$ cat src/logic/axi_slv_wr_params.svh
// Bus widths, buffer depths and write response codes of the AXI write slave
`ifndef AXI_SLV_WR_PARAMS_SVH
`define AXI_SLV_WR_PARAMS_SVH

// --------------------------------------
// AXI field widths
// --------------------------------------
`define AXI_DW 32
`define AXI_AW 16
`define AXI_IW 4
// Burst length field, beats minus one
`define AXI_LW 8
`define AXI_SW 3
`define AXI_BW 2
`define AXI_RW 2

// --------------------------------------
// Buffer depths
// --------------------------------------
// Outstanding write addresses
`define AW_DEPTH 4
// Buffered write data beats
`define W_DEPTH 16
// Pending write responses
`define B_DEPTH 4

// BRESP encodings in use; EXOKAY and DECERR never issued
`define RESP_OKAY 2'b00
`define RESP_SLVERR 2'b10

`endif

$ cat src/logic/axi_slv_wr_pkg.sv
// Width typedefs, burst-type constants and burst phase enum of the AXI write slave
`default_nettype none

`include "axi_slv_wr_params.svh"

package axi_slv_wr_pkg;

    // --------------------------------------
    // Field types
    // --------------------------------------
    typedef logic [`AXI_DW-1:0]   axi_data_t;
    // One strobe bit per data byte
    typedef logic [`AXI_DW/8-1:0] axi_strb_t;
    typedef logic [`AXI_AW-1:0]   axi_addr_t;
    typedef logic [`AXI_IW-1:0]   axi_id_t;
    // Beats minus one
    typedef logic [`AXI_LW-1:0]   axi_len_t;
    // Log2 of bytes per beat
    typedef logic [`AXI_SW-1:0]   axi_size_t;
    typedef logic [`AXI_BW-1:0]   axi_burst_t;
    typedef logic [`AXI_RW-1:0]   axi_resp_t;

    // --------------------------------------
    // Burst encodings
    // --------------------------------------
    localparam axi_burst_t BURST_FIXED = 2'b00;
    localparam axi_burst_t BURST_INCR  = 2'b01;

    // Widest legal beat, log2 of the bus bytes
    localparam axi_size_t MAX_SIZE = axi_size_t'($clog2(`AXI_DW / 8));

    // Burst replay phases
    typedef enum logic [1:0] {
        PH_IDLE  = 2'b00,
        PH_FIRST = 2'b01,
        PH_BURST = 2'b10
    } burst_phase_e;

endpackage

`default_nettype wire

$ cat src/logic/sync_fifo.sv
// Single-clock show-ahead FIFO with occupancy count and full and empty flags
`default_nettype none

module sync_fifo #(
    parameter int DEPTH = 4,
    parameter int WIDTH = 8
) (
    input  logic             clk,
    input  logic             rst_n,
    input  logic             push,
    input  logic [WIDTH-1:0] din,
    input  logic             pop,
    output logic [WIDTH-1:0] dout,
    output logic             full,
    output logic             empty
);

    // Pointer needs at least one bit even for a single entry
    localparam int PTR_W = (DEPTH > 1) ? $clog2(DEPTH) : 1;
    localparam int CNT_W = $clog2(DEPTH + 1);

    logic [WIDTH-1:0] mem [DEPTH];
    logic [PTR_W-1:0] wr_ptr;
    logic [PTR_W-1:0] rd_ptr;
    logic [CNT_W-1:0] count;
    logic             push_ok;
    logic             pop_ok;

    // Pointer advance with wrap at the last entry
    function automatic logic [PTR_W-1:0] ptr_next(input logic [PTR_W-1:0] ptr);
        if (ptr == PTR_W'(DEPTH - 1)) begin
            return '0;
        end
        return ptr + 1'b1;
    endfunction

    // --------------------------------------
    // Flags and head
    // --------------------------------------
    assign full  = (count == CNT_W'(DEPTH));
    assign empty = (count == '0);

    // Push on full and pop on empty are dropped
    assign push_ok = push & ~full;
    assign pop_ok  = pop & ~empty;

    // Show-ahead, head word always on dout
    assign dout = mem[rd_ptr];

    // --------------------------------------
    // Storage
    // --------------------------------------
    always_ff @(posedge clk) begin
        if (push_ok) begin
            mem[wr_ptr] <= din;
        end
    end

    // Pointers and occupancy
    always_ff @(posedge clk or negedge rst_n) begin
        if (!rst_n) begin
            wr_ptr <= '0;
            rd_ptr <= '0;
            count  <= '0;
        end else begin
            if (push_ok) begin
                wr_ptr <= ptr_next(wr_ptr);
            end
            if (pop_ok) begin
                rd_ptr <= ptr_next(rd_ptr);
            end
            case ({push_ok, pop_ok})
                2'b10:   count <= count + 1'b1;
                2'b01:   count <= count - 1'b1;
                default: count <= count;
            endcase
        end
    end

endmodule

`default_nettype wire

$ cat src/logic/burst_addr_gen.sv
// Per-beat write address register with size alignment and FIXED or INCR stepping
`default_nettype none

module burst_addr_gen (
    input  logic                      clk,
    input  logic                      rst_n,
    input  logic                      start,
    input  logic                      step,
    input  axi_slv_wr_pkg::axi_addr_t  start_addr,
    input  axi_slv_wr_pkg::axi_size_t  size,
    input  axi_slv_wr_pkg::axi_burst_t burst,
    output axi_slv_wr_pkg::axi_addr_t  addr
);

    import axi_slv_wr_pkg::*;

    axi_addr_t beat_bytes;
    axi_addr_t align_mask;
    axi_addr_t incr;
    axi_addr_t aligned_addr;
    axi_addr_t addr_q;

    // --------------------------------------
    // Increment and alignment
    // --------------------------------------
    // Bytes moved per beat
    assign beat_bytes = axi_addr_t'(1) << size;

    // Clears the address bits below the beat size
    assign align_mask = {`AXI_AW{1'b1}} << size;

    assign aligned_addr = start_addr & align_mask;

    // FIXED stays put; WRAP and reserved codes step like INCR
    always_comb begin
        case (burst)
            BURST_FIXED: incr = '0;
            BURST_INCR:  incr = beat_bytes;
            default:     incr = beat_bytes;
        endcase
    end

    // --------------------------------------
    // Address register
    // --------------------------------------
    // Start loads the second beat address, each step moves one more beat
    // Carry out of the top bit is dropped
    always_ff @(posedge clk or negedge rst_n) begin
        if (!rst_n) begin
            addr_q <= '0;
        end else if (start) begin
            addr_q <= aligned_addr + incr;
        end else if (step) begin
            addr_q <= addr_q + incr;
        end
    end

    // First beat goes out at the raw, possibly unaligned, start address
    assign addr = start ? start_addr : addr_q;

endmodule

`default_nettype wire

$ cat src/logic/wr_burst_ctrl.sv
// Burst phase FSM, AW command latch, beat counter and B response generation
`default_nettype none

`include "axi_slv_wr_params.svh"

module wr_burst_ctrl (
    input  logic                       clk,
    input  logic                       rst_n,
    // AW buffer head
    input  logic                       aw_empty,
    input  axi_slv_wr_pkg::axi_id_t     aq_id,
    input  axi_slv_wr_pkg::axi_addr_t   aq_addr,
    input  axi_slv_wr_pkg::axi_len_t    aq_len,
    input  axi_slv_wr_pkg::axi_size_t   aq_size,
    input  axi_slv_wr_pkg::axi_burst_t  aq_burst,
    output logic                       aw_pop,
    // W buffer head
    input  logic                       w_empty,
    input  axi_slv_wr_pkg::axi_data_t   wq_data,
    input  axi_slv_wr_pkg::axi_strb_t   wq_strb,
    output logic                       w_pop,
    // B buffer
    input  logic                       b_full,
    output logic                       b_push,
    output axi_slv_wr_pkg::axi_id_t     b_id,
    output axi_slv_wr_pkg::axi_resp_t   b_resp,
    // Address generator
    output logic                       addr_start,
    output logic                       addr_step,
    input  axi_slv_wr_pkg::axi_addr_t   cur_addr_in,
    output axi_slv_wr_pkg::axi_size_t   beat_size,
    output axi_slv_wr_pkg::axi_burst_t  beat_burst,
    // User write port
    output logic                       m_we,
    output axi_slv_wr_pkg::axi_addr_t   m_waddr,
    output axi_slv_wr_pkg::axi_data_t   m_wdata,
    output axi_slv_wr_pkg::axi_strb_t   m_wstrb,
    output axi_slv_wr_pkg::axi_size_t   m_wsize,
    output logic                       m_wlast
);

    import axi_slv_wr_pkg::*;

    burst_phase_e phase;
    burst_phase_e phase_nxt;

    // Latched command of the burst in flight
    axi_id_t    id_q;
    axi_len_t   len_q;
    axi_size_t  size_q;
    axi_burst_t burst_q;

    // Beats already written in this burst
    axi_len_t   beat_cnt;

    logic       in_first;
    logic       in_burst;
    logic       beat_last;
    logic       beat_avail;
    logic       beat_go;
    logic       first_go;
    logic       burst_go;

    // --------------------------------------
    // Beat qualification
    // --------------------------------------
    assign in_first = (phase == PH_FIRST);
    assign in_burst = (phase == PH_BURST);

    // Head fields drive the first beat, latched ones the rest
    assign beat_last  = in_first ? (aq_len == '0) : (beat_cnt == len_q);
    assign beat_size  = in_first ? aq_size : size_q;
    assign beat_burst = in_first ? aq_burst : burst_q;

    // First beat needs the command and its data together
    assign beat_avail = (in_first & ~aw_empty & ~w_empty) | (in_burst & ~w_empty);

    // Last beat waits for a free response slot
    assign beat_go  = beat_avail & (~beat_last | ~b_full);
    assign first_go = beat_go & in_first;
    assign burst_go = beat_go & in_burst;

    // --------------------------------------
    // Buffer and generator strobes
    // --------------------------------------
    assign aw_pop     = first_go;
    assign w_pop      = beat_go;
    assign addr_start = first_go;
    assign addr_step  = burst_go;

    // Response leaves with the last beat
    assign b_push = beat_go & beat_last;
    assign b_id   = in_first ? aq_id : id_q;
    assign b_resp = (beat_size > MAX_SIZE) ? axi_resp_t'(`RESP_SLVERR)
                                           : axi_resp_t'(`RESP_OKAY);

    // User port
    assign m_we    = beat_go;
    assign m_waddr = cur_addr_in;
    assign m_wdata = wq_data;
    assign m_wstrb = wq_strb;
    assign m_wsize = beat_size;
    assign m_wlast = beat_go & beat_last;

    // --------------------------------------
    // Phase FSM
    // --------------------------------------
    always_comb begin
        phase_nxt = phase;
        case (phase)
            PH_IDLE: phase_nxt = PH_FIRST;
            // Single-beat bursts never leave PH_FIRST
            PH_FIRST: begin
                if (first_go && !beat_last) begin
                    phase_nxt = PH_BURST;
                end
            end
            PH_BURST: begin
                if (burst_go && beat_last) begin
                    phase_nxt = PH_FIRST;
                end
            end
            default: phase_nxt = PH_IDLE;
        endcase
    end

    always_ff @(posedge clk or negedge rst_n) begin
        if (!rst_n) begin
            phase <= PH_IDLE;
        end else begin
            phase <= phase_nxt;
        end
    end

    // Beat counter reads one after the first beat
    always_ff @(posedge clk or negedge rst_n) begin
        if (!rst_n) begin
            beat_cnt <= '0;
        end else if (first_go) begin
            beat_cnt <= axi_len_t'(1);
        end else if (burst_go) begin
            beat_cnt <= beat_cnt + 1'b1;
        end
    end

    // Command latch on AW pop
    always_ff @(posedge clk) begin
        if (aw_pop) begin
            id_q    <= aq_id;
            len_q   <= aq_len;
            size_q  <= aq_size;
            burst_q <= aq_burst;
        end
    end

endmodule

`default_nettype wire

$ cat src/logic/axi_slv_wr.sv
// AXI4 write slave top with AW, W and B buffers, burst controller and address generator
`default_nettype none

`include "axi_slv_wr_params.svh"

module axi_slv_wr (
    input  logic                       clk,
    input  logic                       rst_n,
    // AW channel
    input  axi_slv_wr_pkg::axi_id_t     awid,
    input  axi_slv_wr_pkg::axi_addr_t   awaddr,
    input  axi_slv_wr_pkg::axi_len_t    awlen,
    input  axi_slv_wr_pkg::axi_size_t   awsize,
    input  axi_slv_wr_pkg::axi_burst_t  awburst,
    input  logic                       awvalid,
    output logic                       awready,
    // W channel
    input  axi_slv_wr_pkg::axi_data_t   wdata,
    input  axi_slv_wr_pkg::axi_strb_t   wstrb,
    input  logic                       wvalid,
    output logic                       wready,
    // B channel
    output axi_slv_wr_pkg::axi_id_t     bid,
    output axi_slv_wr_pkg::axi_resp_t   bresp,
    output logic                       bvalid,
    input  logic                       bready,
    // User write port
    output logic                       m_we,
    output axi_slv_wr_pkg::axi_addr_t   m_waddr,
    output axi_slv_wr_pkg::axi_data_t   m_wdata,
    output axi_slv_wr_pkg::axi_strb_t   m_wstrb,
    output axi_slv_wr_pkg::axi_size_t   m_wsize,
    output logic                       m_wlast
);

    import axi_slv_wr_pkg::*;

    // Buffer word widths
    localparam int AW_WORD_W = `AXI_IW + `AXI_AW + `AXI_LW + `AXI_SW + `AXI_BW;
    localparam int W_WORD_W  = `AXI_DW + `AXI_DW / 8;
    localparam int B_WORD_W  = `AXI_IW + `AXI_RW;

    // AW buffer
    logic                 aw_push;
    logic                 aw_pop;
    logic                 aw_full;
    logic                 aw_empty;
    logic [AW_WORD_W-1:0] aw_dout;
    axi_id_t              aq_id;
    axi_addr_t            aq_addr;
    axi_len_t             aq_len;
    axi_size_t            aq_size;
    axi_burst_t           aq_burst;

    // W buffer
    logic                 w_push;
    logic                 w_pop;
    logic                 w_full;
    logic                 w_empty;
    logic [W_WORD_W-1:0]  w_dout;
    axi_data_t            wq_data;
    axi_strb_t            wq_strb;

    // B buffer
    logic                 b_push;
    logic                 b_pop;
    logic                 b_full;
    logic                 b_empty;
    logic [B_WORD_W-1:0]  b_dout;
    axi_id_t              b_id;
    axi_resp_t            b_resp;

    // Address generator link
    logic                 addr_start;
    logic                 addr_step;
    axi_addr_t            cur_addr;
    axi_size_t            beat_size;
    axi_burst_t           beat_burst;

    // --------------------------------------
    // AXI handshakes
    // --------------------------------------
    assign awready = ~aw_full;
    assign wready  = ~w_full;
    assign bvalid  = ~b_empty;

    assign aw_push = awvalid & awready;
    assign w_push  = wvalid & wready;
    assign b_pop   = bvalid & bready;

    // Head word unpacking
    assign {aq_id, aq_addr, aq_len, aq_size, aq_burst} = aw_dout;
    assign {wq_data, wq_strb} = w_dout;
    assign {bid, bresp} = b_dout;

    // --------------------------------------
    // Channel buffers
    // --------------------------------------
    sync_fifo #(.DEPTH(`AW_DEPTH), .WIDTH(AW_WORD_W)) aw_buffer (
        .clk   (clk),
        .rst_n (rst_n),
        .push  (aw_push),
        .din   ({awid, awaddr, awlen, awsize, awburst}),
        .pop   (aw_pop),
        .dout  (aw_dout),
        .full  (aw_full),
        .empty (aw_empty)
    );

    sync_fifo #(.DEPTH(`W_DEPTH), .WIDTH(W_WORD_W)) w_buffer (
        .clk   (clk),
        .rst_n (rst_n),
        .push  (w_push),
        .din   ({wdata, wstrb}),
        .pop   (w_pop),
        .dout  (w_dout),
        .full  (w_full),
        .empty (w_empty)
    );

    sync_fifo #(.DEPTH(`B_DEPTH), .WIDTH(B_WORD_W)) b_buffer (
        .clk   (clk),
        .rst_n (rst_n),
        .push  (b_push),
        .din   ({b_id, b_resp}),
        .pop   (b_pop),
        .dout  (b_dout),
        .full  (b_full),
        .empty (b_empty)
    );

    // --------------------------------------
    // Burst replay
    // --------------------------------------
    wr_burst_ctrl i_wr_burst_ctrl (
        .clk         (clk),
        .rst_n       (rst_n),
        .aw_empty    (aw_empty),
        .aq_id       (aq_id),
        .aq_addr     (aq_addr),
        .aq_len      (aq_len),
        .aq_size     (aq_size),
        .aq_burst    (aq_burst),
        .aw_pop      (aw_pop),
        .w_empty     (w_empty),
        .wq_data     (wq_data),
        .wq_strb     (wq_strb),
        .w_pop       (w_pop),
        .b_full      (b_full),
        .b_push      (b_push),
        .b_id        (b_id),
        .b_resp      (b_resp),
        .addr_start  (addr_start),
        .addr_step   (addr_step),
        .cur_addr_in (cur_addr),
        .beat_size   (beat_size),
        .beat_burst  (beat_burst),
        .m_we        (m_we),
        .m_waddr     (m_waddr),
        .m_wdata     (m_wdata),
        .m_wstrb     (m_wstrb),
        .m_wsize     (m_wsize),
        .m_wlast     (m_wlast)
    );

    // Start address taken straight from the AW head
    burst_addr_gen i_burst_addr_gen (
        .clk        (clk),
        .rst_n      (rst_n),
        .start      (addr_start),
        .step       (addr_step),
        .start_addr (aq_addr),
        .size       (beat_size),
        .burst      (beat_burst),
        .addr       (cur_addr)
    );

endmodule

`default_nettype wire

$ cat config.mk
export PLATFORM = sky130hd
export DESIGN_NAME = axi_slv_wr
export DESIGN_NICKNAME = d
export VERILOG_FILES = /design/src/logic/axi_slv_wr_pkg.sv /design/src/logic/sync_fifo.sv /design/src/logic/burst_addr_gen.sv /design/src/logic/wr_burst_ctrl.sv /design/src/logic/axi_slv_wr.sv
export VERILOG_INCLUDE_DIRS = /design/src /design/src/logic
export SDC_FILE = /design/constraint.sdc
export NUM_CORES = 1
export LEC_CHECK = 0
export BUFFER_PORTS_ARGS = -buffer_cell sky130_fd_sc_hd__buf_4
export CAP_MARGIN = 30
export CORE_MARGIN = 3
export CORE_UTILIZATION = 25
export DETAILED_ROUTE_END_ITERATION = 12
export GPL_TIMING_DRIVEN = 0
export PLACE_DENSITY = 0.49
export REMOVE_ABC_BUFFERS = 1
export SYNTH_ARGS = -nofsm -noshare
export SYNTH_HDL_FRONTEND = slang
export SYNTH_SLANG_ARGS = --single-unit
$ cat constraint.sdc
create_clock -name clk -period 5.45 [get_ports clk]
set_input_delay 0.2725 -clock clk [delete_from_list [all_inputs] [get_ports clk]]
set_output_delay 0.2725 -clock clk [all_outputs]
set_load 0.02 [all_outputs]
# == Word level (Yosys, flattened, before mapping) ==
# Memory sizes are Yosys's and may differ from the RTL's.
# Cells that the tools add are included.
# word_totals
reg_bits,70
ramBits,732
in_bits,74
out_inout_bits,66
memories,3
# memory_table
name,depth,width,read_ports,rd_clocked_by_memory_dff,write_ports,line,source
w_buffer.mem,16,36,1,0,1,sync_fifo.sv:22,logic [WIDTH-1:0] mem [DEPTH];
aw_buffer.mem,4,33,1,0,1,sync_fifo.sv:22,
b_buffer.mem,4,6,1,0,1,sync_fifo.sv:22,
# op_classes
add_sub_neg,15
n_lt_le_gt_ge,1
eq_ne,20
n_shift,2
mux,47
bitwise,26
reduce_logical,14
# ops
cell,n
two-way mux 16 bit,4
adder 16 bit,2
two-way mux 2 bit,12
two-way mux 4 bit,5
two-way mux 1 bit,19
AND 1 bit,16
AND 16 bit,1
== test 2 bit (second input constant),8
two-way mux 8 bit,2
<< shifter 1 x 3 -> 16 bit (first input constant),1
<< shifter 16 x 3 -> 16 bit (first input constant),1
one-hot mux 3 bit (2 select lines),2
one-hot mux 5 bit (2 select lines),1
adder 2 x 1 -> 2 bit (second input constant),4
adder 4 x 1 -> 4 bit (second input constant),2
adder 8 x 1 -> 8 bit (second input constant),1
== test 2 x 1 -> 1 bit (second input constant),4
== test 4 bit (second input constant),2
== test 8 bit,1
zero test 8 bit,1
nonzero test 2 bit,4
NOT 1 bit,7
adder 3 x 1 -> 3 bit (second input constant),2
== test 3 bit (second input constant),2
15 further kinds,21

# == Logic depth before layout (Yosys ltp) ==
# Gate-level depths: netlist of run 1.
# logic_depth
word_depth,10
ltp_mapped,20
mapped_depth_nobuf,17

# == Hierarchy ==
# From an unflattened synthesis of run 1, not the netlist that was laid out.
# unflattened
cells_unflattened,1672
hier_area_um2,32592.5
# modules_own_cells
module,n_inst,cells_per_inst,area_per_inst_um2
sync_fifo (w_buffer),1,985,22407.7
sync_fifo (aw_buffer),1,213,5263.8
wr_burst_ctrl,1,184,1906.8
burst_addr_gen,1,212,1636.6
sync_fifo (b_buffer),1,72,1347.5
axi_slv_wr,1,6,30.0

# == Worst setup path before layout of run 1 ==
# No wires, ideal clock.
# synth_path
path_kind,flip-flop to flip-flop
start,register w_buffer.count[4]
end,"memory w_buffer.mem[3][0] (netlist bit), enable pin"
setup_time_ns,0.474
arrival_ns,3.722
required_time_ns,4.976
setup_slack_ns,1.255
stages_incl_launch_ff,7
n_path_buf,2
synth_period_minus_slack_ns,4.195
path_cell_list,dfrtp_1 -> clkbuf_1 -> nand2_1 -> and2_1 -> clkbuf_1 -> nand2_1 -> nor3_1
# synth_between
elab_chain_cells,6
# synth_lines
element,line,source
from (decl),sync_fifo.sv:25,logic [CNT_W-1:0] count;
from (signal assigned),sync_fifo.sv:73,2'b10: count <= count + 1'b1;
from (signal assigned),sync_fifo.sv:74,2'b01: count <= count - 1'b1;
from (signal assigned),sync_fifo.sv:75,default: count <= count;
== test 5 bit (*),sync_fifo.sv:40,assign full = (count == CNT_W'(DEPTH));
NOT 1 bit (*),axi_slv_wr.sv:84,assign wready = ~w_full;
named net wready,axi_slv_wr.sv:21,"output logic wready,"
AND 1 bit,axi_slv_wr.sv:88,assign w_push = wvalid & wready;
AND 1 bit (*),sync_fifo.sv:44,assign push_ok = push & ~full;
two-way mux 1 bit (*),sync_fifo.sv:54,if (push_ok) begin
two-way mux 1 bit (implied by the code) (*),sync_fifo.sv:55,mem[wr_ptr] <= din;
to (decl),sync_fifo.sv:22,
# The timed path passes the listed nets; every way through them passes the cells marked *.

# == Worst setup path in the final report of run 1 ==
# layout_path
start,register aw_buffer.rd_ptr[0]
end,register i_burst_addr_gen.addr_q[14]
# layout_between
elab_chain_cells,8
# layout_lines
element,line,source
from (decl),sync_fifo.sv:24,logic [PTR_W-1:0] rd_ptr;
from (signal assigned),sync_fifo.sv:70,rd_ptr <= ptr_next(rd_ptr);
memory read (4 x 33 bit) (*),n/a,
named net aw_buffer.dout[9],sync_fifo.sv:13,"output logic [WIDTH-1:0] dout,"
zero test 8 bit (*),wr_burst_ctrl.sv:71,assign beat_last = in_first ? (aq_len == '0) : (beat_cnt == len_q);
two-way mux 1 bit (*),wr_burst_ctrl.sv:71,
NOT 1 bit (*),wr_burst_ctrl.sv:79,assign beat_go = beat_avail & (~beat_last | ~b_full);
bitwise OR 1 bit (*),wr_burst_ctrl.sv:79,
AND 1 bit (*),wr_burst_ctrl.sv:79,
"AND 1 bit, on equally long branches","wr_burst_ctrl.sv:80, wr_burst_ctrl.sv:81",
two-way mux 16 bit / nonzero test 2 bit (equally long branches),n/a,
to (signal assigned),burst_addr_gen.sv:52,addr_q <= aligned_addr + incr;
to (signal assigned),burst_addr_gen.sv:54,addr_q <= addr_q + incr;
to (decl),burst_addr_gen.sv:21,axi_addr_t addr_q;
# The timed path passes the listed nets; every way through them passes the cells marked *. The select of a mux whose other input is x is not followed.
# A chain may end at the register's enable or synchronous reset.

==> run metrics, run 1 <==
Post-DRT Antenna Nets 0; Peak VDD IR 384 uV; DP Wirelength 48.6 mm; Ports 140; Syn Inst Count 1512; Placer Congestion 0.711; Final Instance Count excl. Fillers 3516; Yosys top cell area share 70.9%; power share of the clock group 26.9%; Critical-path top delay cell dfrtp_4; type of the worst min-delay path in -> reg; CP max FO 20; worst slack at placement -0.289 ns; P per Cell Area 547 nW/um^2; Critical Path RT 6.02 ns; die footprint 131000 um^2; Seq pwr share 38.3%; CP max stage delay 0.64 ns; internal power 14.5 mW; placed cell areas 35700 um^2; net switching power 7.00 mW; Yosys warnings 0; Initial Util 25.4%; Final Max Slew Viols 0; CTS H-tree depth 3; CP cell instances buf_12 -> mux4_2 -> nor4_4 -> nand3_2 -> o21ai_4 -> buf_12 -> nand2_1 -> nand2_1 -> ha_1 -> inv_1 -> fa_1 -> nor2b_1 -> o21ai_0 -> a21boi_0 -> o21ai_1 -> nor2_1 -> a21oi_1 -> o31ai_2; core box area 124000 um^2; Min Clock Period, post-route 5.09 ns; Placed Cells 3282; Wirelength per Cell 21.7 um; global-route wire length before repair 113 mm; Buffers on Ports 138; DRC 0; crit path kind reg -> reg; final instance area 39300 um^2; CTS tree built; clk sinks 798; EDFF count, synth 745; Setup Viol. Count Final 0; FMAX 197 MHz; Tcrit/Tclk final 93.3%; drt total wl 76.2 mm; root buffer cell clkbuf_16; vias 15500; Clock Skews 0.0493 ns; Tot Pwr 21.5 mW; worst skew pair latency 0.67 ns; worst slew pin tran 0.936 ns; area leader, netlist edfxtp_1; RSZ-0062 raised after global routing false; register area share after synthesis 75.1%; total gr overflow 0; initial antenna violation count 6; Post-synth top flop edfxtp_1; switching share of power 32.6%; count of cell types in the netlist 61; DR pass1 iterations 5; dominant cells by area after synthesis edfxtp_1 (71%), mux4_2 (16%), dfrtp_1 (4.2%); Leak 12.9 nW; clock slew at reported path FFs 0.06 ns; largest net degree at the start of global routing 54; share of layout cells above drive strength 1 31.5%; slew margin rel. 37.5%; Worst EP arrival 5.65 ns; Setup WS post-layout 0.364 ns; Synth Cell Area 31600 um^2; Max-Cap Viols 0; Total GRT Usage 11.7%; Synth Register Bits 798; placement row count 129; Final Hold Fails 0; CTS Buffer Depth 3; Syn Area/Cell 20.9 um^2; Worst Setup End Kind flop; CP Launch Type flop; TNS Setup 0 ns; Iter 0 DRT Violations 1216; Comb pwr share 34.8%; Final nets 1917; number of CTS-inserted buffers 87; vias in the first global route 16700; DIE WIDTH 361 um; Synth-to-Final Area Change 24.6%; Async S/R FF share, synth 6.64%; Vias/cell 4.41; Die H 361 um; outcome complete, no violations
-- power groups by stage --
stage | combinational [mW] | clock (mW) | sequential [mW]
floorplan | 4.69 | 0 | 8.57
global placement | 6.61 | 0 | 8.97
detailed placement | 7.60 | 0 | 8.38
CTS | 7.69 | 5.96 | 8.26
global route | 8.15 | 6.23 | 8.33
finish | 7.49 | 5.77 | 8.24
-- timing repair --
action / CTS / global route
gates cloned: 1 / 0
pin swaps: 1 / 1
buffers inserted: 0 / 3
endpoints found under the setup margin: 8 / 8
resized for setup: 2 / 0
hold buffers: 71 / 0
endpoints found under the hold margin: 762 / 0
-- per-stage QoR --
stage	hold WS (ns)	util [%]
after CTS	0.0250	31.6
after detailed placement	0.429	28.7
final	0.0694	31.6
after floorplan	-0.0231	-
after global routing	0.0498	31.6
after global placement	0.423	27.6
-- logic make-up (layout without fill, tap and decap cells) --
group / after synthesis / after routing / synth area share, %
buf+inv: 99 / 461 / 1.30
xor+xnor: 31 / 31 / 0.860
compound gates: 94 / 95 / 1.95
fa+ha+maj: 34 / 34 / 1.44
simple gates: 224 / 224 / 3.26
other cells: 1 / 5 / 0.0119
mux: 231 / 231 / 16.1
flops: 798 / 798 / 75.1
-- final cells by class --
class,instances,area (um^2)
antenna,4,10.0
fill,11900,85100
inverter,31,119
clock inverter,44,479
tap,1637,2050
timing repair buffer,275,3020
clock buffer,111,2330
multi-input combinational,616,7590
sequential,798,23700
-- per-layer routing --
metal	vias up	wire, um	GRT usage [%]
met5	-	44	0
met4	6	1510	2.81
met3	114	4490	3.09
met2	362	38500	20.1
met1	8209	31600	14.7
li1	6797	-	-
-- flip-flops by register name, indices dropped and copies added (netlist names) --
register	count
aw_buffer.wr_ptr	2
b_buffer.rd_ptr	2
aw_buffer.count	3
b_buffer.wr_ptr	2
w_buffer.mem	576
aw_buffer.mem	132
i_burst_addr_gen.addr_q	16
i_wr_burst_ctrl.beat_cnt	8
i_wr_burst_ctrl.id_q	4
i_wr_burst_ctrl.phase	2
w_buffer.count	5
b_buffer.mem	20
i_wr_burst_ctrl.len_q	8
i_wr_burst_ctrl.size_q	3
w_buffer.wr_ptr	4
w_buffer.rd_ptr	4
b_buffer.count	3
aw_buffer.rd_ptr	2
i_wr_burst_ctrl.burst_q	2
-- placed cells by master (no fill, tap or decap), types with 13 or more instances in the layout --
| cell | instances |
|---|---|
| dfrtp_1 | 47 |
| buf_16 | 23 |
| mux4_2 | 218 |
| dlygate4sd3_1 | 71 |
| xnor2_1 | 13 |
| nand2_1 | 97 |
| clkinv_1 | 15 |
| buf_4 | 140 |
| buf_6 | 20 |
| xor2_1 | 18 |
| clkbuf_1 | 19 |
| nor2_1 | 36 |
| inv_1 | 29 |
| buf_12 | 17 |
| o21ai_0 | 35 |
| ha_1 | 30 |
| clkbuf_16 | 88 |
| edfxtp_1 | 745 |
| nor3_1 | 16 |
-- worst paths after layout --
kind                                            startpoint                     endpoint  slack, ns  cells past startpoint
worst max-delay path                   aw_buffer.rd_ptr[0]  i_burst_addr_gen.addr_q[14]       0.36                     18
worst min-delay path                                bready           b_buffer.rd_ptr[0]       0.07                      3
worst max register to register         aw_buffer.rd_ptr[0]  i_burst_addr_gen.addr_q[14]       0.36                     18
worst min register to register  i_burst_addr_gen.addr_q[2]   i_burst_addr_gen.addr_q[2]       0.48                      2
max in group asynchronous                            rst_n           w_buffer.rd_ptr[1]       4.52                      2
min in group asynchronous                            rst_n           b_buffer.rd_ptr[1]       0.23                      2
-- synthesized netlist by cell type (3+ instances only) --
| cell type | instances |
|---|---|
| a211oi_1 | 4 |
| a21o_1 | 12 |
| a21oi_1 | 11 |
| a311oi_1 | 3 |
| a31oi_1 | 3 |
| and2_1 | 12 |
| and3_1 | 9 |
| buf_1 | 15 |
| buf_2 | 8 |
| buf_6 | 3 |
| clkbuf_1 | 41 |
| dfrtp_1 | 53 |
| edfxtp_1 | 745 |
| fa_1 | 4 |
| ha_1 | 30 |
| inv_1 | 29 |
| mux2_2 | 7 |
| mux2i_1 | 3 |
| mux4_2 | 218 |
| nand2_1 | 97 |
| nand2b_1 | 5 |
| nand3_1 | 12 |
| nand4_1 | 3 |
| nor2_1 | 48 |
| nor2b_1 | 4 |
| nor3_1 | 20 |
| o21a_1 | 4 |
| o21ai_0 | 36 |
| o31ai_1 | 3 |
| or3_1 | 4 |
| xnor2_1 | 13 |
| xor2_1 | 18 |
-- critical path: cells and delay by family (launching register included) --
kind | cells | cell delay, ns
AOI/OAI and AO/OA | 6 | 1.36
buffers and inverters | 3 | 0.49
adders and majority gates | 2 | 0.66
and+or+nand+nor | 6 | 1.19
muxes | 1 | 0.60
DFF | 1 | 0.64
Note: power is estimated with default switching activity, not from simulation.
==> inputs of run 2 (changes only) <==
==> constraint.sdc (replaced) <==
create_clock -name clk -period 5.9 [get_ports clk]
set_input_delay 0.295 -clock clk [delete_from_list [all_inputs] [get_ports clk]]
set_output_delay 0.295 -clock clk [all_outputs]
set_load 0.02 [all_outputs]
==> run metrics, run 2 (same netlist as run 1, synthesis figures left out) <==
outcome complete, no violations (unchanged); Setup Fix Bufs, Post-CTS 0 (unchanged); initial antenna violation count 6 (unchanged); Critical Path RT 6.47 ns (was 6.02 ns); clock slew at reported path FFs 0.06 ns (about the same); total gr overflow 0 (unchanged); Synth-to-Final Area Change 24.4% (was 24.6%); CTS H-tree depth 3 (unchanged); largest net degree at the start of global routing 54 (unchanged); Iter 0 DRT Violations 1264 (was 1216); Vias/cell 4.41 (about the same); most common cell after layout, fill and taps aside edfxtp_1 (unchanged); Max-Cap Viols 0 (unchanged); die footprint 131000 um^2 (unchanged); P per Cell Area 505 nW/um^2 (was 547 nW/um^2); Leak 12.9 nW (about the same); worst slew pin tran 0.938 ns (was 0.936 ns); worst slack at placement 0.161 ns (was -0.289 ns); Min Clock Period, post-route 5.42 ns (was 5.09 ns); placed cell areas 35700 um^2 (unchanged); type of the worst min-delay path in -> reg (unchanged); Setup WS post-layout 0.477 ns (was 0.364 ns); slew margin rel. 37.3% (was 37.5%); Peak VDD IR 356 uV (was 384 uV); FMAX 184 MHz (was 197 MHz); global-route wire length before repair 112 mm (was 113 mm); Final Hold Fails 0 (unchanged); Final Max Slew Viols 0 (unchanged); drt total wl 76.1 mm (was 76.2 mm); Tcrit/Tclk final 91.9% (was 93.3%); placement row count 129 (unchanged); worst skew pair latency 0.67 ns (about the same); Worst Setup End Kind flop (unchanged); number of CTS-inserted buffers 87 (unchanged); DRC 0 (unchanged); Buffers on Ports 138 (unchanged); DR pass1 iterations 5 (unchanged); Total GRT Usage 11.6% (was 11.7%); Worst EP arrival 5.99 ns (was 5.65 ns); Wirelength per Cell 21.7 um (about the same); Ports 140 (unchanged); clk sinks 798 (unchanged); core box area 124000 um^2 (unchanged); CTS tree built (unchanged); vias in the first global route 16700 (about the same); final instance area 39300 um^2 (about the same); DP Wirelength 48.6 mm (unchanged); Placer Congestion 0.711 (unchanged); Final nets 1913 (was 1917); CP max FO 20 (unchanged); Initial Util 25.4% (unchanged); Largest register FFs 576 (unchanged); Post-DRT Antenna Nets 0 (unchanged); Setup Viol. Count Final 0 (unchanged); Clock Skews 0.0476 ns (was 0.0493 ns); RSZ-0062 raised after global routing false (unchanged); Largest Register w_buffer.mem (unchanged); Die H 361 um (unchanged); share of layout cells above drive strength 1 31.4% (was 31.5%); commonest non-fill, non-tap cells in the layout edfxtp_1 (745), mux4_2 (218), buf_4 (138), nand2_1 (97), clkbuf_16 (88) (was edfxtp_1 (745), mux4_2 (218), buf_4 (140), nand2_1 (97), clkbuf_16 (88)); CP Launch Type flop (unchanged); DIE WIDTH 361 um (unchanged); root buffer cell clkbuf_16 (unchanged); Top Registers w_buffer.mem: 576 flops, aw_buffer.mem: 132 flops, b_buffer.mem: 20 flops (unchanged); vias 15500 (about the same); CTS Buffer Depth 3 (unchanged); crit path kind reg -> reg (unchanged)
==> run 2: cell types whose count changed in the layout (fill, tap and decap cells not counted), sizes merged <==
cell / change
dlygate4sd3: -1
buf: -3
==> run 2: area by class of cell <==
class | instances | area [um^2]
diodes | 4 | 10.0
clock buffers | 111 | 2330
clock inverters | 44 | 479
fillers | 11900 | 85200
inverters | 31 | 119
multi-input cells | 616 | 7590
flip-flops and latches | 798 | 23700
well taps | 1637 | 2050
repair buffers | 271 | 2980
==> run 2: worst paths after layout <==
| check | slack [ns] | cells past startpoint | startpoint | to |
|---|---|---|---|---|
| setup / recovery | 0.48 | 17 | aw_buffer.rd_ptr[0] | i_burst_addr_gen.addr_q[14] |
| hold / removal | 0.08 | 3 | awvalid | aw_buffer.wr_ptr[0] |
| setup reg to reg | 0.48 | 17 | aw_buffer.rd_ptr[0] | i_burst_addr_gen.addr_q[14] |
| hold reg to reg | 0.48 | 2 | i_burst_addr_gen.addr_q[2] | i_burst_addr_gen.addr_q[2] |
| max in group asynchronous | 4.96 | 2 | rst_n | w_buffer.rd_ptr[1] |
| min in group asynchronous | 0.25 | 2 | rst_n | b_buffer.rd_ptr[1] |
==> run 2: what timing repair did <==
action / CTS / global route
endpoints found under the setup margin: 0 / 7
hold endpoints to repair: 761 / 0
hold buffers: 70 / 0
resized for setup: 0 / 1
==> run 2: metal layers <==
| layer | wire (um) | share of wire, % | GRT usage, % | up-vias |
|---|---|---|---|---|
| li1 | - | - | - | 6792 |
| met1 | 31700 | 42 | 14.6 | 8201 |
| met2 | 38400 | 51 | 20.0 | 378 |
| met3 | 4380 | 5.8 | 3.12 | 116 |
| met4 | 1510 | 2.0 | 2.82 | 6 |
| met5 | 44 | 0.058 | 0 | - |
==> run 2: per-stage QoR <==
step	utilization [%]	std cells	hold WS [ns]	TNS (ns)	power [mW]
finish	31.6	3512	0.0812	0	19.8
global route	31.5	3509	0.0653	0	20.9
CTS	31.5	3507	0.0147	0	20.2
floorplan	-	1444	-0.000591	-46.31	12.2
global placement	27.6	3219	0.446	-622.11	14.6
detailed placement	28.7	3282	0.451	0	14.8
==> run 2: critical path: stages, from the launching register on <==
cell      delay [ns]
dfrtp_2         0.73
buf_12          0.28
mux4_2          0.60
nor4_4          0.45
nand3_2         0.28
o21ai_4         0.50
nand2_1         0.16
nand2_1         0.10
ha_1            0.19
inv_1           0.07
fa_1            0.46
nor2b_1         0.11
o21ai_0         0.11
a21boi_0        0.42
o21ai_1         0.27
nor2_1          0.20
a21oi_1         0.10
o31ai_2         0.23
==> run 2: report_power, final <==
group          switching (mW)  leakage, nW  internal, mW
Sequential              0.529         7.40          7.08
Combinational            3.71         4.16          3.17
Clock                    2.22         1.36          3.11
Total                    6.47         12.9          13.4
